--- src/include/bp_settings.svh ---
`ifndef BP_SETTINGS_SVH
`define BP_SETTINGS_SVH

// pc is word addressed, so no byte offset bits
`define BP_PC_W 10

// set index comes from the low pc bits
`define BP_SET_W 4

// remaining upper pc bits form the tag
`define BP_TAG_W (`BP_PC_W - `BP_SET_W)

// 4 ways per set, 64 entries in total
`define BP_WAYS 4
`define BP_WAY_W $clog2(`BP_WAYS)

// initial counter on install
// branches start weakly not taken, jumps strongly taken
`define BP_CNT_BRANCH 2'b01
`define BP_CNT_JUMP 2'b11

`endif

--- src/verilog/bp_pkg.sv ---
`include "bp_settings.svh"

package bp_pkg;

	////////////////////
	// table entry
	////////////////////

	// one line of the branch history table, 19 bits
	// cnt[1] is the taken prediction
	typedef struct packed {
		logic valid;
		logic [`BP_TAG_W-1:0] tag;
		logic [`BP_PC_W-1:0] target;
		logic [1:0] cnt;
	} bht_entry_t;

	////////////////////
	// exe pc correction
	////////////////////

	// code 01 is never produced
	typedef enum logic [1:0] {
		CORR_NONE = 2'b00,
		CORR_CNI = 2'b10,
		CORR_PBT = 2'b11
	} correction_t;

	// one-hot branch type from decode
	// all zero means no branch sits in exe
	typedef struct packed {
		logic beq;
		logic bne;
		logic blt;
		logic bge;
		logic bltu;
		logic bgeu;
	} btype_t;

endpackage

--- src/verilog/bht_lookup.sv ---
`timescale 1ns/1ps

`include "bp_settings.svh"

module bht_lookup (
	input bp_pkg::bht_entry_t [`BP_WAYS-1:0] set_entries,
	input logic [`BP_TAG_W-1:0] tag,
	output logic hit,
	output logic [`BP_WAY_W-1:0] way,
	output bp_pkg::bht_entry_t entry
);

	// per-way tag match, qualified by valid
	logic [`BP_WAYS-1:0] match;
	// number of matching ways, one bit wider than the way index
	logic [`BP_WAY_W:0] n_match;
	logic [`BP_WAY_W-1:0] sel_way;

	always_comb begin
		for (int w = 0; w < `BP_WAYS; w++) begin
			match[w] = set_entries[w].valid && (set_entries[w].tag == tag);
		end
	end

	// count matches and remember the last matching way
	always_comb begin
		n_match = '0;
		sel_way = '0;
		for (int w = 0; w < `BP_WAYS; w++) begin
			if (match[w]) begin
				n_match = n_match + 1'b1;
				sel_way = w[`BP_WAY_W-1:0];
			end
		end
	end

	// only a single match counts as a hit
	// a multi-match falls back to the all-zero entry, i.e. not taken, target 0
	assign hit = (n_match == 1);
	assign way = hit ? sel_way : '0;
	assign entry = hit ? set_entries[sel_way] : '0;

endmodule

--- src/verilog/bht_store.sv ---
`timescale 1ns/1ps

`include "bp_settings.svh"

module bht_store (
	input logic CLK,
	input logic nrst,
	// set read ports
	input logic [`BP_SET_W-1:0] if_set,
	input logic [`BP_SET_W-1:0] id_set,
	input logic [`BP_SET_W-1:0] exe_set,
	output bp_pkg::bht_entry_t [`BP_WAYS-1:0] if_entries,
	output bp_pkg::bht_entry_t [`BP_WAYS-1:0] id_entries,
	output bp_pkg::bht_entry_t [`BP_WAYS-1:0] exe_entries,
	// id install
	input logic [`BP_TAG_W-1:0] id_tag,
	input logic [`BP_PC_W-1:0] id_branch_target,
	input logic id_is_jump,
	input logic id_is_btype,
	input logic id_hit,
	// exe counter update
	input logic exe_active,
	input logic exe_taken,
	input logic [`BP_WAY_W-1:0] exe_way,
	input bp_pkg::bht_entry_t exe_entry
);

	localparam int N_SETS = 1 << `BP_SET_W;

	// 16 sets x 4 ways
	bp_pkg::bht_entry_t bht_mem [N_SETS][`BP_WAYS];
	// per-set replacement pointer, oldest install first
	logic [`BP_WAY_W-1:0] fifo_ptr [N_SETS];

	logic alloc;
	bp_pkg::bht_entry_t new_entry;
	logic [1:0] next_cnt;

	////////////////////
	// read ports
	////////////////////

	always_comb begin
		for (int w = 0; w < `BP_WAYS; w++) begin
			if_entries[w] = bht_mem[if_set][w];
			id_entries[w] = bht_mem[id_set][w];
			exe_entries[w] = bht_mem[exe_set][w];
		end
	end

	////////////////////
	// write decode
	////////////////////

	// install only what is not in the table yet
	assign alloc = (id_is_btype || id_is_jump) && !id_hit;

	always_comb begin
		new_entry.valid = 1'b1;
		new_entry.tag = id_tag;
		new_entry.target = id_branch_target;
		new_entry.cnt = id_is_jump ? `BP_CNT_JUMP : `BP_CNT_BRANCH;
	end

	// one saturating step toward the real outcome
	// on an exe miss exe_entry is zero, so the step starts from 00
	always_comb begin
		next_cnt = exe_entry.cnt;
		if (exe_taken && exe_entry.cnt != 2'b11) begin
			next_cnt = exe_entry.cnt + 2'b01;
		end else if (!exe_taken && exe_entry.cnt != 2'b00) begin
			next_cnt = exe_entry.cnt - 2'b01;
		end
	end

	// id install wins over the exe update in the same cycle
	always_ff @(posedge CLK) begin
		if (!nrst) begin
			for (int s = 0; s < N_SETS; s++) begin
				fifo_ptr[s] <= '0;
				for (int w = 0; w < `BP_WAYS; w++) begin
					bht_mem[s][w] <= '0;
				end
			end
		end else if (alloc) begin
			bht_mem[id_set][fifo_ptr[id_set]] <= new_entry;
			// wraps modulo the way count
			fifo_ptr[id_set] <= fifo_ptr[id_set] + 1'b1;
		end else if (exe_active) begin
			// exe_way is 0 on a miss, only the counter field changes
			bht_mem[exe_set][exe_way].cnt <= next_cnt;
		end
	end

endmodule

--- src/verilog/branch_predictor.sv ---
`timescale 1ns/1ps

`include "bp_settings.svh"

module branch_predictor (
	input logic CLK,
	input logic nrst,
	input logic [`BP_PC_W-1:0] if_pc,
	input logic [`BP_PC_W-1:0] id_pc,
	input logic [`BP_PC_W-1:0] id_branch_target,
	input logic id_is_jump,
	input logic id_is_btype,
	input logic [`BP_PC_W-1:0] exe_pc,
	input logic exe_z,
	input logic exe_less,
	input bp_pkg::btype_t exe_btype,
	output logic if_prediction,
	output logic [`BP_PC_W-1:0] if_pbt,
	output bp_pkg::correction_t exe_correction,
	output logic [`BP_PC_W-1:0] exe_pbt,
	output logic [`BP_PC_W-1:0] exe_cni,
	output logic flush,
	output logic id_jump_in_bht
);

	// pc split, pc = {tag, set}
	logic [`BP_SET_W-1:0] if_set, id_set, exe_set;
	logic [`BP_TAG_W-1:0] if_tag, id_tag, exe_tag;

	bp_pkg::bht_entry_t [`BP_WAYS-1:0] if_entries, id_entries, exe_entries;
	bp_pkg::bht_entry_t if_entry, exe_entry;
	logic id_hit;
	logic [`BP_WAY_W-1:0] exe_way;

	logic exe_active, exe_taken, mispredict;

	assign if_set = if_pc[`BP_SET_W-1:0];
	assign if_tag = if_pc[`BP_PC_W-1:`BP_SET_W];
	assign id_set = id_pc[`BP_SET_W-1:0];
	assign id_tag = id_pc[`BP_PC_W-1:`BP_SET_W];
	assign exe_set = exe_pc[`BP_SET_W-1:0];
	assign exe_tag = exe_pc[`BP_PC_W-1:`BP_SET_W];

	////////////////////
	// table and lookups
	////////////////////

	bht_store bht_store_i (
		.CLK(CLK), .nrst(nrst),
		.if_set(if_set), .id_set(id_set), .exe_set(exe_set),
		.if_entries(if_entries), .id_entries(id_entries), .exe_entries(exe_entries),
		.id_tag(id_tag), .id_branch_target(id_branch_target),
		.id_is_jump(id_is_jump), .id_is_btype(id_is_btype), .id_hit(id_hit),
		.exe_active(exe_active), .exe_taken(exe_taken),
		.exe_way(exe_way), .exe_entry(exe_entry)
	);

	// a miss already gives a zero entry, so if needs no hit flag
	bht_lookup if_lookup_i (
		.set_entries(if_entries), .tag(if_tag),
		.hit(), .way(), .entry(if_entry)
	);

	// id only cares whether the pc is already stored
	bht_lookup id_lookup_i (
		.set_entries(id_entries), .tag(id_tag),
		.hit(id_hit), .way(), .entry()
	);

	bht_lookup exe_lookup_i (
		.set_entries(exe_entries), .tag(exe_tag),
		.hit(), .way(exe_way), .entry(exe_entry)
	);

	////////////////////
	// resolve and flush
	////////////////////

	branch_resolve branch_resolve_i (
		.exe_btype(exe_btype), .exe_z(exe_z), .exe_less(exe_less),
		.predicted(exe_entry.cnt[1]),
		.exe_active(exe_active), .exe_taken(exe_taken),
		.mispredict(mispredict), .correction(exe_correction)
	);

	flush_ctrl flush_ctrl_i (
		.CLK(CLK), .nrst(nrst),
		.mispredict(mispredict), .id_is_jump(id_is_jump), .id_hit(id_hit),
		.flush(flush), .id_jump_in_bht(id_jump_in_bht)
	);

	// prediction comes straight from the counter msb
	assign if_prediction = if_entry.cnt[1];
	assign if_pbt = if_entry.target;
	assign exe_pbt = exe_entry.target;
	// next sequential word after the branch
	assign exe_cni = exe_pc + {{(`BP_PC_W-1){1'b0}}, 1'b1};

endmodule

--- src/verilog/branch_resolve.sv ---
`timescale 1ns/1ps

module branch_resolve (
	input bp_pkg::btype_t exe_btype,
	input logic exe_z,
	input logic exe_less,
	// upper counter bit of the exe entry
	input logic predicted,
	output logic exe_active,
	output logic exe_taken,
	output logic mispredict,
	output bp_pkg::correction_t correction
);

	// any flag set means a branch is resolving this cycle
	assign exe_active = |exe_btype;

	// branch comparison table
	// signed and unsigned forms share the less flag, the alu already picked the compare
	assign exe_taken = (exe_btype.beq && exe_z)
		|| (exe_btype.bne && !exe_z)
		|| ((exe_btype.blt || exe_btype.bltu) && exe_less)
		|| ((exe_btype.bge || exe_btype.bgeu) && !exe_less);

	// counter guessed the wrong direction
	assign mispredict = exe_active && (exe_taken != predicted);

	always_comb begin
		if (!mispredict) begin
			correction = bp_pkg::CORR_NONE;
		end else if (exe_taken) begin
			// should have jumped, go to the stored target
			correction = bp_pkg::CORR_PBT;
		end else begin
			// should have fallen through
			correction = bp_pkg::CORR_CNI;
		end
	end

endmodule

--- src/verilog/flush_ctrl.sv ---
`timescale 1ns/1ps

module flush_ctrl (
	input logic CLK,
	input logic nrst,
	input logic mispredict,
	input logic id_is_jump,
	input logic id_hit,
	output logic flush,
	output logic id_jump_in_bht
);

	// delayed flush, fires one cycle after it is armed
	logic flush_pend;
	logic flush_arm;

	////////////////////
	// flush rules
	////////////////////

	always_comb begin
		if (flush_pend) begin
			// second flush cycle, nothing new gets armed here
			flush = 1'b1;
			flush_arm = 1'b0;
		end else if (mispredict) begin
			// flush now and once more next cycle
			flush = 1'b1;
			flush_arm = 1'b1;
		end else begin
			flush = 1'b0;
			// new jump in id, target only known after install
			flush_arm = id_is_jump && !id_hit;
		end
	end

	always_ff @(posedge CLK) begin
		if (!nrst) begin
			flush_pend <= 1'b0;
		end else begin
			flush_pend <= flush_arm;
		end
	end

	// jump already stored, the pc mux can use the if target directly
	assign id_jump_in_bht = id_is_jump && id_hit;

endmodule
--- config.mk ---
export PLATFORM = sky130hd
export DESIGN_NAME = branch_predictor
export DESIGN_NICKNAME = d
export VERILOG_FILES = /design/src/verilog/bp_pkg.sv /design/src/verilog/bht_lookup.sv /design/src/verilog/bht_store.sv /design/src/verilog/branch_predictor.sv /design/src/verilog/branch_resolve.sv /design/src/verilog/flush_ctrl.sv
export VERILOG_INCLUDE_DIRS = /design/src /design/src/include
export SDC_FILE = /design/constraint.sdc
export NUM_CORES = 2
export LEC_CHECK = 0
export BUFFER_PORTS_ARGS = -buffer_cell sky130_fd_sc_hd__clkbuf_2
export CORE_ASPECT_RATIO = 0.75
export CORE_MARGIN = 3
export CORE_UTILIZATION = 69
export DETAILED_ROUTE_END_ITERATION = 10
export PLACE_DENSITY = 0.86
export SLEW_MARGIN = 20
export SYNTH_ARGS = -nofsm -noshare
export SYNTH_HDL_FRONTEND = slang
export SYNTH_SLANG_ARGS = --single-unit
--- constraint.sdc ---
create_clock -name CLK -period 17.4 [get_ports CLK]
set_input_delay 3.48 -clock CLK [delete_from_list [all_inputs] [get_ports CLK]]
set_output_delay 3.48 -clock CLK [all_outputs]
set_load 0.02 [all_outputs]
==> metrics.md <==
| Metric | Value |
|---|---|
| H-tree levels | 3 |
| EDFF count, synth | 1,248 |
| DR WL/cell | 39.5 um |
| Effective utilization at floorplan | 70.1% |
| Worst Path Class, Setup | input port to output port |
| Met2 wire len | 101 mm |
| Setup violators final | 0 |
| CP Launch Type | input port |
| Max-Cap Viols | 0 |
| Ys Warns | 0 |
| Share of cells above drive strength 1 | 27.8% |
| Routed Antenna Nets | 0 |
| Pins Over Slew Limit | 0 |
| Clk sinks | 1,249 |
| CP endpoint kind | output port |
| IO Count | 87 |
| Routability congestion estimate | 1.05 |
| Root buf cell | clkbuf_16 |
| Die Area | 0.105 mm2 |
| Vias in the first global route | 48,987 |
| Pre-Repair DR Iteration Count | 10 |
| Drt via density | 8.12 |
| Hold Fails Final Rpt | 0 |
| Synth Register Bits | 1,249 |
| Initial DRC Count | 10,609 |
| Final Hold Slack | 540 ps |
| CP arrival | 10,150 ps |
| Layout Nets | 4,707 |
| Post-CTS resize count | 0 |
| Max Clock Freq | 0.0734 GHz |
| Num rows | 100 |
| Clk pin slew, worst setup/hold paths | 60 ps |
| Measured slew at the worst slew-check pin | 1250 ps |
| Syn Nets | 4,870 |
| Global Route Usage Sum | 46.0% |
| RSZ-0062 raised after global routing | false |
| Commonest cells after routing, fill and taps aside | edfxtp_1, nor2_1, mux4_2, nand2_1, mux2i_1 |
| Via Count | 49,227 |
| Overall power | 7.09 mW |
| Final min period | 13,630 ps |
| Synth unique cells | 82 |
| Required time of the critical path | 13,920 ps |
| Number of fill cells | 5,752 |
| Die H | 282 um |
| Syn Area/Cell | 14.6 um2 |
| First-pass GRT wire length | 342 mm |
| Clock Latency Late Sink | 780 ps |
| CP Max Fanout | 131 |
| Most common cell after layout, fill and taps aside | edfxtp_1 |
| Area Growth Syn to Fin | 6.22% |
| Width of the die | 374 um |
| Met1 Wirelength | 69.9 mm |
| DPL Wire Length | 145 mm |
| Predominant post-synthesis flop cell | edfxtp_1 |
| Async SR Flop Fraction | 0% |
| Placed Cells | 5,846 |
| Sequential fraction of the synthesis area | 53.6% |
| Pleak | 26.0 nW |
| GR Overflow Total | 0 |
| Post-CTS Setup Repair Bufs | 0 |
| Setup TNS | 0 ps |
| Worst hold-check path type | flop to flop |
| Normalized max-slew margin | 16.2% |
| Post-Layout Cell Count | 6,065 |
| Status | finished, final reports clean |
| Cts hold-fix bufs | 0 |
| PD cells | 95.5 mW/mm2 |
| Pin count of the biggest net entering global routing | 132 |
| Initial antenna violation count | 15 |
| Clock Skew | 38.9 ps |
| Clk buf depth | 3 |
| DR top layer | met5 |
| Final WL | 239 mm |
| Worst reg-to-reg setup slack | 9230 ps |
| Largest area contributor in the netlist | edfxtp_1 |
| Mapped Area | 0.0699 mm2 |
| IO buf count | 86 |
| DRC violations left | 0 |
| Cells after Synth | 4,803 |
| Worst VDD drop | 0.0912 mV |
| Top cells by area, synth | edfxtp_1, mux4_2, nor2_1, mux2i_1, buf_2 |
| Core area | 0.0998 mm2 |
| Post-synth top area share | 53.6% |
| Num CTS Buffers | 117 |
| Fin crit share | 78.3% |
| TritonCTS clock tree | done |
| Met3 WL | 49.2 mm |
[area by class of cell]
class	count	area [um2]	area share (%)
Sequential cell	1249	37500	50.5
Clock buffer	149	3070	4.13
Inverter	99	374	0.504
Timing Repair Buffer	184	1320	1.78
Tap cell	1326	1660	2.23
Multi-Input combinational cell	2989	29700	40.0
Clock inverter	65	629	0.847
Antenna cell	4	10.0	0.0135
[cells in the mapped netlist (23+ instances only)]
library cell  instances
edfxtp_1           1248
nor2_1             1211
mux4_2              815
nand2_1             214
buf_2               183
clkbuf_1            139
mux2i_1             123
inv_1                98
buf_4                75
nor3_1               65
o21ai_0              65
xnor2_1              63
nand2_2              46
buf_1                44
a21oi_1              34
xor2_1               27
nor2b_1              26
nand3_1              25
buf_6                23
[metrics by stage]
stage | setup slack (ps) | cell area (um2) | util (%)
after CTS | 4170 | 74200 | 74.3
after global routing | 3770 | 74300 | 74.4
after detailed placement | 4310 | 70500 | 70.6
after global placement | 4460 | 70500 | 70.6
final | 3770 | 74300 | 74.4
after floorplan | 5370 | 69900 | -
[worst paths after layout]
kind | depth (start not counted) | end | start
min | 2 | flush_ctrl_i.flush_pend | flush_ctrl_i.flush_pend
max reg2reg | 18 | bht_store_i.bht_mem[3][61] | bht_store_i.bht_mem[2][74]
min reg2reg | 2 | flush_ctrl_i.flush_pend | flush_ctrl_i.flush_pend
max | 18 | exe_pbt[9] | exe_pc[1]
[power by group]
part / switching, mW / leakage [nW] / internal [mW]
sequential: 0.0812 / 12.9 / 3.43
clock: 1.20 / 1.79 / 1.38
combinational: 0.622 / 11.4 / 0.380
total: 1.90 / 26.0 / 5.19
[worst max-delay path, cell delays in order]
cell,delay [ps]
buf_8,640
buf_12,670
mux2_2,420
o22ai_1,150
a221oi_1,90
xor2_1,190
o31ai_1,370
nand3_1,690
ha_1,680
inv_1,120
xnor2_1,170
ha_1,250
inv_1,80
nand3_1,280
nand2_1,130
o21bai_1,990
nor2_1,210
clkbuf_2,230
[per-layer routing]
metal  global-route usage [%]  vias to the layer above
li1                         -                    18189
met1                     58.3                    23780
met2                     64.6                     5834
met3                     22.7                     1400
met4                     27.7                       24
met5                     1.18                        -
[state kept, by name, summed over array words and instances (netlist names)]
name                     count
bht_store_i.fifo_ptr        32
bht_store_i.bht_mem       1216
flush_ctrl_i.flush_pend      1
[kinds of logic after synthesis]
group | count (synthesis) | synth area share [%]
AOI/OAI and AO/OA | 235 | 2.35
xor gates and xnor gates | 90 | 1.13
adders and majority gates | 15 | 0.268
buffers and inverters | 565 | 4.03
DFF | 1249 | 53.6
muxes | 965 | 28.6
and+or+nand+nor | 1684 | 10.0
(Power assumes the default switching activity.)
